`config.mk`:
```
export PLATFORM = sky130hd
export DESIGN_NAME = stage_mem
export DESIGN_NICKNAME = d
export VERILOG_FILES = /design/src/design/lc3b_pkg.sv /design/src/design/cc_unit.sv /design/src/design/mem_access_controller.sv /design/src/design/mem_lane_steer.sv /design/src/design/stage_mem.sv
export SDC_FILE = /design/constraint.sdc
export NUM_CORES = 1
export LEC_CHECK = 0
export ABC_AREA = 0
export BUFFER_PORTS_ARGS = -buffer_cell sky130_fd_sc_hd__buf_2
export CAP_MARGIN = 10
export CELL_PAD_IN_SITES_DETAIL_PLACEMENT = 1
export CELL_PAD_IN_SITES_GLOBAL_PLACEMENT = 2
export CORE_MARGIN = 2
export CORE_UTILIZATION = 25
export DETAILED_ROUTE_END_ITERATION = 7
export PLACE_DENSITY_LB_ADDON = 0.1
export SLEW_MARGIN = 20
export SYNTH_ARGS = -nofsm -noshare
export SYNTH_HDL_FRONTEND = slang
export SYNTH_SLANG_ARGS = --single-unit
```
`constraint.sdc`:
```
create_clock -name clk -period 9.43 [get_ports clk]
set_input_delay 0 -clock clk [delete_from_list [all_inputs] [get_ports clk]]
set_output_delay 0 -clock clk [all_outputs]
set_load 0.03 [all_outputs]
```
`src/design/lc3b_pkg.sv`:
```
package lc3b_pkg;

    // datapath and memory line geometry
    localparam int word_width      = 16;
    localparam int line_width      = 128;
    localparam int line_words      = line_width / word_width;
    localparam int sel_width       = line_width / 8;
    localparam int line_addr_width = 12;

    typedef logic [word_width-1:0]      lc3b_word;
    typedef logic [line_width-1:0]      lc3b_line;
    typedef logic [sel_width-1:0]       lc3b_sel;
    typedef logic [line_addr_width-1:0] lc3b_line_addr;

    // n, z, p from msb to lsb
    typedef logic [2:0] lc3b_cc;

    typedef enum logic [3:0] {
        op_br   = 4'b0000,
        op_add  = 4'b0001,
        op_ldb  = 4'b0010,
        op_stb  = 4'b0011,
        op_jsr  = 4'b0100,
        op_and  = 4'b0101,
        op_ldw  = 4'b0110,
        op_stw  = 4'b0111,
        op_rti  = 4'b1000,
        op_not  = 4'b1001,
        op_ldi  = 4'b1010,
        op_sti  = 4'b1011,
        op_jmp  = 4'b1100,
        op_shf  = 4'b1101,
        op_lea  = 4'b1110,
        op_trap = 4'b1111
    } lc3b_opcode;

    // where the new condition codes come from
    typedef enum logic [1:0] {
        cc_pcn = 2'b00,
        cc_alu = 2'b01,
        cc_mdr = 2'b10,
        cc_sr2 = 2'b11
    } lc3b_cc_src;

    // data address source, 2'b11 is unused
    typedef enum logic [1:0] {
        addr_trapvect = 2'b00,
        addr_alu      = 2'b01,
        addr_indirect = 2'b10
    } lc3b_addr_src;

endpackage

```
`src/design/cc_unit.sv`:
```
`timescale 1ns/1ps

module cc_unit (
    input  logic                 clk,
    input  logic                 rst,
    input  logic                 stall,
    input  lc3b_pkg::lc3b_cc_src cc_src,
    input  logic                 cc_load,
    input  logic                 br_en_load,
    input  lc3b_pkg::lc3b_word   pcn_in,
    input  lc3b_pkg::lc3b_word   alu_in,
    input  lc3b_pkg::lc3b_word   mdr_in,
    input  lc3b_pkg::lc3b_word   sr2_in,
    input  lc3b_pkg::lc3b_cc     nzp,
    output logic                 br_en
);
    import lc3b_pkg::*;

    lc3b_word cc_val;
    lc3b_cc   cc_gen;
    lc3b_cc   cc_q;

    always_comb begin
        case (cc_src)
            cc_pcn:  cc_val = pcn_in;
            cc_mdr:  cc_val = mdr_in;
            cc_sr2:  cc_val = sr2_in;
            default: cc_val = alu_in;
        endcase

        // classify as two's complement value
        if (cc_val[word_width-1]) begin
            cc_gen = 3'b100;
        end else if (cc_val == '0) begin
            cc_gen = 3'b010;
        end else begin
            cc_gen = 3'b001;
        end
    end

    // br_en compares against the cc held before this instruction
    always_ff @(posedge clk) begin
        if (rst) begin
            cc_q  <= 3'b010;
            br_en <= 1'b0;
        end else if (!stall) begin
            if (cc_load) begin
                cc_q <= cc_gen;
            end
            if (br_en_load) begin
                br_en <= |(nzp & cc_q);
            end
        end
    end

endmodule

```
`src/design/mem_access_controller.sv`:
```
`timescale 1ns/1ps

module mem_access_controller (
    input  logic                   clk,
    input  logic                   rst,
    input  logic                   stall,
    input  lc3b_pkg::lc3b_opcode   opcode,
    input  logic                   ack,
    input  logic                   rty,
    output lc3b_pkg::lc3b_addr_src addr_src,
    output logic                   word_access,
    output logic                   we,
    output logic                   stb,
    output logic                   mdr_load,
    output logic                   request_stall
);
    import lc3b_pkg::*;

    typedef enum logic [2:0] {
        st_idle,
        st_access,
        st_indirect_fetch,
        st_gap,
        st_final_access,
        st_done
    } state_t;

    state_t state;
    state_t state_next;
    // pointer already fetched, so a gap leads to the final access
    logic   second;
    logic   second_next;
    logic   is_mem;
    logic   is_ind;
    logic   is_byte;
    logic   is_store;
    logic   fetch_phase;
    logic   final_phase;
    logic   busy;

    always_comb begin
        is_ind   = (opcode == op_ldi) || (opcode == op_sti);
        is_byte  = (opcode == op_ldb) || (opcode == op_stb);
        is_store = (opcode == op_stb) || (opcode == op_stw) || (opcode == op_sti);
        is_mem   = is_ind || is_byte || (opcode == op_ldw) || (opcode == op_stw)
                   || (opcode == op_trap);
    end

    // idle doubles as the first strobe cycle of a new instruction
    always_comb begin
        stb         = 1'b0;
        fetch_phase = 1'b0;
        final_phase = 1'b0;
        addr_src    = (opcode == op_trap) ? addr_trapvect : addr_alu;
        case (state)
            st_idle: begin
                stb         = is_mem;
                fetch_phase = is_ind;
                final_phase = !is_ind;
            end
            st_access: begin
                stb         = 1'b1;
                final_phase = 1'b1;
            end
            st_indirect_fetch: begin
                stb         = 1'b1;
                fetch_phase = 1'b1;
            end
            st_final_access: begin
                stb         = 1'b1;
                final_phase = 1'b1;
                addr_src    = addr_indirect;
            end
            default: begin
            end
        endcase

        // pointer fetch is always a full word
        word_access = fetch_phase || !is_byte;
        we          = stb && is_store && !fetch_phase;
        mdr_load    = stb && fetch_phase;

        busy = (state != st_done) && !((state == st_idle) && !is_mem);
        request_stall = busy && !(ack && final_phase);
    end

    always_comb begin
        state_next  = state;
        second_next = second;
        case (state)
            st_idle, st_access, st_indirect_fetch, st_final_access: begin
                if (stb && rty) begin
                    // drop strobe one cycle, then re-issue
                    state_next = st_gap;
                end else if (stb && ack) begin
                    if (fetch_phase) begin
                        state_next  = st_gap;
                        second_next = 1'b1;
                    end else begin
                        state_next  = stall ? st_done : st_idle;
                        second_next = 1'b0;
                    end
                end else if (state == st_idle && is_mem) begin
                    state_next = is_ind ? st_indirect_fetch : st_access;
                end
            end
            st_gap: begin
                if (second) begin
                    state_next = st_final_access;
                end else if (is_ind) begin
                    state_next = st_indirect_fetch;
                end else begin
                    state_next = st_access;
                end
            end
            st_done: begin
                if (!stall) begin
                    state_next = st_idle;
                end
            end
            default: begin
                state_next = st_idle;
            end
        endcase
    end

    always_ff @(posedge clk) begin
        if (rst) begin
            state  <= st_idle;
            second <= 1'b0;
        end else begin
            state  <= state_next;
            second <= second_next;
        end
    end

endmodule

```
`src/design/mem_lane_steer.sv`:
```
`timescale 1ns/1ps

module mem_lane_steer (
    input  lc3b_pkg::lc3b_word addr,
    input  logic               word_access,
    input  lc3b_pkg::lc3b_word sr2_in,
    input  lc3b_pkg::lc3b_line dat_s,
    output lc3b_pkg::lc3b_sel  sel,
    output lc3b_pkg::lc3b_line dat_m,
    output lc3b_pkg::lc3b_word load_data
);

    logic [2:0] word_idx;
    logic [3:0] byte_idx;

    // word slot in the line and byte slot with the odd bit
    assign word_idx = addr[3:1];
    assign byte_idx = addr[3:0];

    // byte selects
    always_comb begin
        sel = '0;
        if (word_access) begin
            sel[word_idx*2 +: 2] = 2'b11;
        end else begin
            sel[byte_idx] = 1'b1;
        end
    end

    // store data into its lane with the other lanes at zero
    always_comb begin
        dat_m = '0;
        if (word_access) begin
            dat_m[word_idx*16 +: 16] = sr2_in;
        end else begin
            dat_m[byte_idx*8 +: 8] = sr2_in[7:0];
        end
    end

    // byte loads are zero extended
    always_comb begin
        if (word_access) begin
            load_data = dat_s[word_idx*16 +: 16];
        end else begin
            load_data = {8'h00, dat_s[byte_idx*8 +: 8]};
        end
    end

endmodule

```
`src/design/stage_mem.sv`:
```
`timescale 1ns/1ps

module stage_mem (
    input  logic                    clk,
    input  logic                    rst,
    input  logic                    stall,
    input  lc3b_pkg::lc3b_opcode    opcode,
    input  lc3b_pkg::lc3b_cc_src    cc_src,
    input  logic                    cc_load,
    input  logic                    br_en_load,
    input  lc3b_pkg::lc3b_word      alu_in,
    input  lc3b_pkg::lc3b_word      ir_in,
    input  lc3b_pkg::lc3b_word      pcn_in,
    input  lc3b_pkg::lc3b_word      sr2_in,
    output logic                    cyc,
    output logic                    stb,
    output logic                    we,
    output lc3b_pkg::lc3b_line_addr adr,
    output lc3b_pkg::lc3b_sel       sel,
    output lc3b_pkg::lc3b_line      dat_m,
    input  logic                    ack,
    input  logic                    rty,
    input  lc3b_pkg::lc3b_line      dat_s,
    output lc3b_pkg::lc3b_word      mdr_out,
    output logic                    br_en,
    output logic                    request_stall
);
    import lc3b_pkg::*;

    lc3b_addr_src addr_src;
    lc3b_word     trapvect8;
    lc3b_word     mem_addr;
    lc3b_word     load_data;
    lc3b_word     internal_mdr;
    lc3b_word     mdr_hold;
    logic         word_access;
    logic         mdr_load;

    assign trapvect8 = {7'b0, ir_in[7:0], 1'b0};

    always_comb begin
        case (addr_src)
            addr_trapvect: mem_addr = trapvect8;
            addr_indirect: mem_addr = internal_mdr;
            default:       mem_addr = alu_in;
        endcase
    end

    assign adr = mem_addr[15:4];
    assign cyc = stb;

    // read data is only valid in the ack cycle, so keep a copy
    assign mdr_out = (ack && !we) ? load_data : mdr_hold;

    always_ff @(posedge clk) begin
        if (ack && !we) begin
            mdr_hold <= load_data;
        end
        // pointer for ldi and sti
        if (mdr_load && ack) begin
            internal_mdr <= load_data;
        end
    end

    cc_unit u_cc_unit (
        .clk        (clk),
        .rst        (rst),
        .stall      (stall),
        .cc_src     (cc_src),
        .cc_load    (cc_load),
        .br_en_load (br_en_load),
        .pcn_in     (pcn_in),
        .alu_in     (alu_in),
        .mdr_in     (mdr_out),
        .sr2_in     (sr2_in),
        .nzp        (ir_in[11:9]),
        .br_en      (br_en)
    );

    mem_access_controller u_ctrl (
        .clk           (clk),
        .rst           (rst),
        .stall         (stall),
        .opcode        (opcode),
        .ack           (ack),
        .rty           (rty),
        .addr_src      (addr_src),
        .word_access   (word_access),
        .we            (we),
        .stb           (stb),
        .mdr_load      (mdr_load),
        .request_stall (request_stall)
    );

    mem_lane_steer u_steer (
        .addr        (mem_addr),
        .word_access (word_access),
        .sr2_in      (sr2_in),
        .dat_s       (dat_s),
        .sel         (sel),
        .dat_m       (dat_m),
        .load_data   (load_data)
    );

endmodule

```
==> results.yml, run 1 <==
floorplan:
  row_count: 59
  die-area_sq_um: 27430
  dieHeight_um: 165.6
  start_util_pct: 25.28
  core_sq_um: 25840
  die_w_um: 165.6
  ios: 382
clocking:
  cts_root_buf: "clkbuf_16"
  htreeDepth: 2
  cts_tree: "done"
  clockBufferDepth: 2
  numCtsBuffers: 5
  post_cts_buffers: 0
  ctsResizeCount: 0
  cts_sinks: 40
  clk_pin_slew_ns: 0.06
  clk_latency_ns: 0.28
drt:
  via_per_inst: 5.534
  drc: 0
  routed.top_layer: "met4"
  postRouteAntennaNets: 0
  post_drt_wl_per_cell_um: 23.17
  met2_length_mm: 17.50
  routed_wl_mm: 35.15
  wl_met3_mm: 1.651
  vias: 8395
  dr.pass1.iters: 5
  drt_iter0_markers: 564
  wl_met1_mm: 15.26
timing:
  worstMarginPinSlew_ns: 1.162
  drv_slew: 0
  setup-violations-final: 0
  period_share_pct: 56.49
  rsz0062_at_grt: "no"
  fin_hold_ws_ns: 0.004591
  layout_setup_ws_ns: 4.103
  period_minus_slack_ns: 5.327
  fin_worst_skew_ns: 0.005934
  slew_headroom_pct: 21.84
  fin_tns_setup_ns: 0
  hold_viol_final: 0
  fmax_mhz: 187.7
place:
  port_buffers: 376
  dp_hpwl_mm: 27.47
  gp_congestion: 0.7811
  dp_worst_setup_slack_ns: 4.066
setup_path:
  r2r_cells: 12
  path_delay_family: "compound AO/OA/AOI/OAI gates"
  worstSetupPathType: "reg2reg"
  cp_max_fo: 33
  reg2reg_to: "u_cc_unit.cc_q[0]"
  critPathArrivalTime_ns: 5.49
  crit_chain: "or3b_1 -> a31oi_4 -> buf_4 -> inv_2 -> nand2_1 -> and3_1 -> a31oi_1 -> a222oi_1 -> a31oi_1 -> a2111oi_0 -> o221a_2 -> o211ai_1"
  cpPeakStageDelay_ns: 1.00
  crit_path_end_kind: "register"
  critPathBufInv: 2
  reg2reg_slack_ns: 4.10
  worstPathRequired_ns: 9.59
  cp_slowest_cell: "a31oi_4"
  startpoint_type: "register"
  rr_startpoint: "u_ctrl.state[2]"
  cpMostUsedCell: "a31oi_1"
logic_synthesis:
  synth_seq_cells: 40
  ys.flop_type: "dfxtp_1"
  synth_area_leaders: "a32o_1, nand2_1, mux4_2"
  synth_enable_flop_cells: 16
  async_flop_share_pct: 0
  ys_types: 81
  syn-num-nets: 1082
  synth_top_cell_area_share_pct: 8.736
  ys_seq_area_share_pct: 14.71
  syn_area_sq_um: 6531
  yosysTopAreaCell: "a32o_1"
  syn_inst: 867
  yosys_warnings: 0
  avgSynthCellArea_sq_um: 7.533
global_routing:
  grt_max_degree: 56
  track_usage_pct: 24.63
  grt-ovfl-total: 0
  grt_pass1_wl_mm: 53.81
  first_global_vias: 8782
  antenna_found_initial: 3
worst_hold_path:
  worstHoldStart: "rst"
  hold_end: "u_ctrl.state[2]"
  hold_depth: 2
  min-delay-path-class: "in2reg"
finish:
  nets: 1393
  layout-drive-gt1-share_pct: 38.59
  syn_to_final_growth_pct: 34.64
  fill_cells: 3282
power:
  leakagePower_nw: 4.153
  p_total_mw: 1.024
  p_per_area_nw_per_um2: 116.4
  ir_drop_mv: 0.06958
run_status:
  status: "finished clean"
run:
  drv_cap: 0
==> repair_timing <==
action	4_1_cts	5_1_grt
hold buffers	1	0
hold endpoints to repair	1	0
endpoints found under the setup margin	0	0
==> metrics by stage <==
stage	utilization [%]	instance area (sq um)	std cells
after floorplan	-	6531	867
after global routing	34.03	8793	1517
after CTS	34.00	8786	1514
final	34.03	8793	1517
after detailed placement	33.23	8587	1505
after global placement	33.22	8582	1505
==> Yosys cell counts (22+ instances only) <==
| cell | n |
|---|---|
| nand3_1 | 29 |
| nor2b_1 | 43 |
| mux4_2 | 22 |
| clkbuf_1 | 43 |
| nand2_1 | 148 |
| nor2_1 | 48 |
| mux2i_1 | 49 |
| and2_1 | 33 |
| a32o_1 | 57 |
| a21oi_1 | 38 |
| dfxtp_1 | 24 |
| o21ai_0 | 41 |
==> flip-flops by register name (all words and copies together), names as in the netlist <==
name / flops
u_cc_unit.cc_q: 3
mdr_hold: 16
u_ctrl.state: 3
u_cc_unit.br_en: 1
internal_mdr: 16
u_ctrl.second: 1
==> power by group <==
part | internal (mW) | switching [mW] | leakage [nW]
Combinational | 0.195 | 0.385 | 3.72
Sequential | 0.208 | 0.0178 | 0.347
Clock | 0.152 | 0.0659 | 0.0911
==> kinds of logic (layout without fill, tap and decap cells) <==
kind of cell,Yosys count,count (layout),share of synthesized area (%)
AO/OA/AOI/OAI,267,267,31.40
XOR/XNOR,1,1,0.1341
adder cells (fa/ha/maj),10,10,1.916
buffers and inverters,104,416,7.299
flip-flops,40,40,14.71
multiplexers,81,81,16.97
other,0,3,0
AND/OR/NAND/NOR,364,364,27.57
==> worst max-delay path by stage <==
stage,startpoint,to,slack (ns),cells after the start
global route,u_ctrl.state[2],u_cc_unit.cc_q[0],3.65,12
global placement,u_ctrl.state[2],u_cc_unit.cc_q[0],4.18,12
CTS,u_ctrl.state[2],u_cc_unit.cc_q[0],4.04,12
detailed placement,u_ctrl.state[2],u_cc_unit.cc_q[0],4.07,12
finish,u_ctrl.state[2],u_cc_unit.cc_q[0],4.10,12
floorplan,u_ctrl.state[2],dat_m[80],5.69,13
==> layout by cell type, fill, tap and decap left out, types with 7 or more instances in the layout <==
cell      count
a211oi_1     15
a21oi_1      38
a22o_1        7
a22oi_1       7
a31oi_1       8
a32o_1       57
and2_1       33
buf_2       376
buf_4        11
dfxtp_1      24
edfxtp_1     16
ha_1         10
inv_1        15
mux2_2        7
mux2i_1      49
mux4_2       22
nand2_1     148
nand3_1      29
nor2_1       47
nor2b_1      43
nor3_1       12
nor4_1       10
o21ai_0      41
o22ai_1       8
o31ai_1       9
==> metal layers <==
metal  track usage (%)  vias up
met5                 0        -
met4             5.747        0
met3             3.178       43
met2             44.09      315
met1             31.39     4112
li1                  -     3925
==> area by class of cell <==
cell class,instances,area (sq um),area share (%)
timing repair buffer,388,1974,22.45
clock buffer,6,128.9,1.466
tap,335,419.2,4.767
multi-input combinational,723,5165,58.74
inverter,20,77.57,0.8822
antenna,3,7.507,0.08537
sequential,40,960.9,10.93
clock inverter,2,60.06,0.6830
No activity file was read; power rests on OpenSTA's default activity.
==> inputs of run 2 (changes only) <==
--- a/config.mk
+++ b/config.mk
@@ -5,13 +5,13 @@
 export SDC_FILE = /design/constraint.sdc
 export NUM_CORES = 1
 export LEC_CHECK = 0
-export ABC_AREA = 0
+export ABC_AREA = 1
 export BUFFER_PORTS_ARGS = -buffer_cell sky130_fd_sc_hd__buf_2
 export CAP_MARGIN = 10
 export CELL_PAD_IN_SITES_DETAIL_PLACEMENT = 1
 export CELL_PAD_IN_SITES_GLOBAL_PLACEMENT = 2
 export CORE_MARGIN = 2
-export CORE_UTILIZATION = 25
+export CORE_UTILIZATION = 19
 export DETAILED_ROUTE_END_ITERATION = 7
 export PLACE_DENSITY_LB_ADDON = 0.1
 export SLEW_MARGIN = 20
==> constraint.sdc (replaced) <==
create_clock -name clk -period 4.33 [get_ports clk]
set_input_delay 0 -clock clk [delete_from_list [all_inputs] [get_ports clk]]
set_output_delay 0 -clock clk [all_outputs]
set_load 0.03 [all_outputs]
==> results.yml, run 2 <==
logic_synthesis:
  yosysTopAreaCell: "nand2_1"
  async_flop_share_pct: 0
  ys_types: 49
  ys.flop_type: "dfxtp_1"
  synth_area_leaders: "nand2_1, inv_1, nand3_1"
  ys_seq_area_share_pct: 12.97
  synth_seq_cells: 40
  synth_most_common_cell: "nand2_1"
  synth_enable_flop_cells: 16
  synth.top_cells.by_count: "nand2_1, inv_1, nand3_1, o21ai_0, nor2_1"
  syn_area_sq_um: 7410
  syn-num-nets: 1651
  yosys_warnings: 0
  syn_inst: 1436
  avgSynthCellArea_sq_um: 5.160
  synth_top_cell_area_share_pct: 27.41
place:
  gp_congestion: 0.8290
  dp_worst_setup_slack_ns: 0.2908
  port_buffers: 376
  dp_hpwl_mm: 37.19
global_routing:
  first_global_vias: 11446
  track_usage_pct: 22.02
  antenna_found_initial: 4
  grt-ovfl-total: 0
  grt_pass1_wl_mm: 69.71
  grt_max_degree: 73
timing:
  worstMarginPinSlew_ns: 1.031
  fmax_mhz: 245.2
  fin_tns_setup_ns: 0
  drv_slew: 0
  layout_setup_ws_ns: 0.2522
  slew_headroom_pct: 30.98
  fin_worst_skew_ns: 0.005174
  rsz0062_at_grt: "no"
  period_minus_slack_ns: 4.078
  hold_viol_final: 0
  setup-violations-final: 0
  period_share_pct: 94.17
setup_path:
  startpoint_type: "register"
  worstSetupPathType: "reg2out"
  crit_path_end_kind: "primary output"
  rr_startpoint: "u_ctrl.state[0]"
  worstSetupStartpoint: "u_ctrl.state[1]"
  r2r_cells: 19
  worstPathRequired_ns: 4.33
  reg2reg_slack_ns: 0.65
  critPathArrivalTime_ns: 4.08
  reg2reg_to: "u_cc_unit.cc_q[0]"
  cp_max_fo: 12
finish:
  layout-drive-gt1-share_pct: 26.50
  nets: 1995
  final_common_cell: "nand2_1"
  fill_cells: 5272
  syn_to_final_growth_pct: 34.99
  layout_common_cells: "nand2_1, buf_2, inv_1"
  top_regs: "internal_mdr x16, mdr_hold x16"
floorplan:
  core_sq_um: 38560
  die-area_sq_um: 40590
  ios: 382
  die_w_um: 201.5
  dieHeight_um: 201.5
  row_count: 72
  start_util_pct: 19.22
drt:
  routed_wl_mm: 45.65
  via_per_inst: 4.709
  vias: 10831
  post_drt_wl_per_cell_um: 19.85
  drt_iter0_markers: 484
  drc: 0
  dr.pass1.iters: 4
  postRouteAntennaNets: 0
power:
  combPwrFrac_pct: 72.5
  switching_power_mw: 1.908
  p_per_area_nw_per_um2: 328.7
  power.share.sequential_pct: 16.5
  swShare_pct: 58.04
  ir_drop_mv: 0.1262
  clkPwrFrac_pct: 10.9
  leakagePower_nw: 5.475
  p_int_mw: 1.380
clocking:
  cts_sinks: 40
  clockBufferDepth: 2
  htreeDepth: 2
  cts_root_buf: "clkbuf_16"
  clk_pin_slew_ns: 0.06
  cts_tree: "done"
  numCtsBuffers: 5
  post_cts_buffers: 0
  clk_latency_ns: 0.28
run:
  drv_cap: 0
worst_hold_path:
  hold_end: "u_cc_unit.br_en"
  worstHoldStart: "ir_in[10]"
  min-delay-path-class: "in2reg"
  hold_depth: 3
run_status:
  status: "finished clean"
run 2: layout make-up:
class / instances / area [sq um] / area share, %
multi-input combinational: 1116 / 5298 / 52.96
timing repair buffer: 412 / 2182 / 21.82
sequential: 40 / 960.9 / 9.607
inverter: 205 / 773.2 / 7.731
tap: 518 / 648.1 / 6.480
clock buffer: 7 / 132.6 / 1.326
clock inverter: 1 / 5.005 / 0.05004
antenna: 1 / 2.502 / 0.02502
run 2: how the worst max path moves through the flow:
| stage | endpoint | slack, ns | cells past startpoint |
|---|---|---|---|
| 2_1_floorplan | dat_m[10] | 0.79 | 16 |
| 3_3_place_gp | dat_m[68] | 0.36 | 13 |
| 3_5_place_dp | dat_m[65] | 0.29 | 13 |
| 4_1_cts | dat_m[14] | 0.06 | 12 |
| 5_1_grt | dat_m[17] | 0.02 | 12 |
| 6_report | dat_m[12] | 0.25 | 11 |
run 2: critical path: stages, from the launching register on:
cell      delay, ns
dfxtp_1        0.39
nor2_2         0.07
nand2_1        0.30
buf_4          0.22
nand3_1        0.14
nand3_2        0.30
buf_4          0.24
nand3_1        0.54
nor4_1         0.53
clkinv_1       0.48
o22ai_1        0.30
buf_2          0.26
run 2: what timing repair did:
action / CTS / global route
endpoints found under the setup margin: 4 / 12
hold buffers: 2 / 0
gates cloned: 0 / 0
resized for setup: 1 / 1
endpoints found under the hold margin: 6 / 0
run 2: power groups by stage:
stage | logic (mW) | clock network [mW] | registers, mW
floorplan | 1.57 | 0 | 0.542
global placement | 2.40 | 0 | 0.547
detailed placement | 2.41 | 0 | 0.552
CTS | 2.42 | 0.372 | 0.545
global route | 2.65 | 0.385 | 0.554
finish | 2.39 | 0.359 | 0.544
run 2: routing by layer:
layer	wire length, um	global-route usage, %
met5	31	0
met1	20810	28.38
met4	822	4.569
met2	21890	39.03
met3	2089	2.932
run 2: kinds of logic (layout without fill, tap and decap cells):
| family | after synthesis | after routing | synth area share [%] |
|---|---|---|---|
| other cells | 0 | 1 | 0 |
| fa+ha+maj | 10 | 10 | 1.689 |
| flops | 40 | 40 | 12.97 |
| buf+inv | 280 | 625 | 15.91 |
| simple gates | 864 | 864 | 50.64 |
| compound gates | 242 | 242 | 18.79 |
run 2: through the flow:
stage               util, %  instance area [sq um]  hold WS [ns]  power (mW)  std cells
finish                25.94                  10000       0.01458       3.288       2300
global route          25.94                  10000       0.05171       3.588       2300
CTS                   25.93                   9997       0.01424       3.342       2299
detailed placement    25.52                   9838        0.2713       2.966       2289
global placement      25.52                   9838        0.2662       2.951       2289
floorplan                 -                   7410       0.06907       2.108       1436
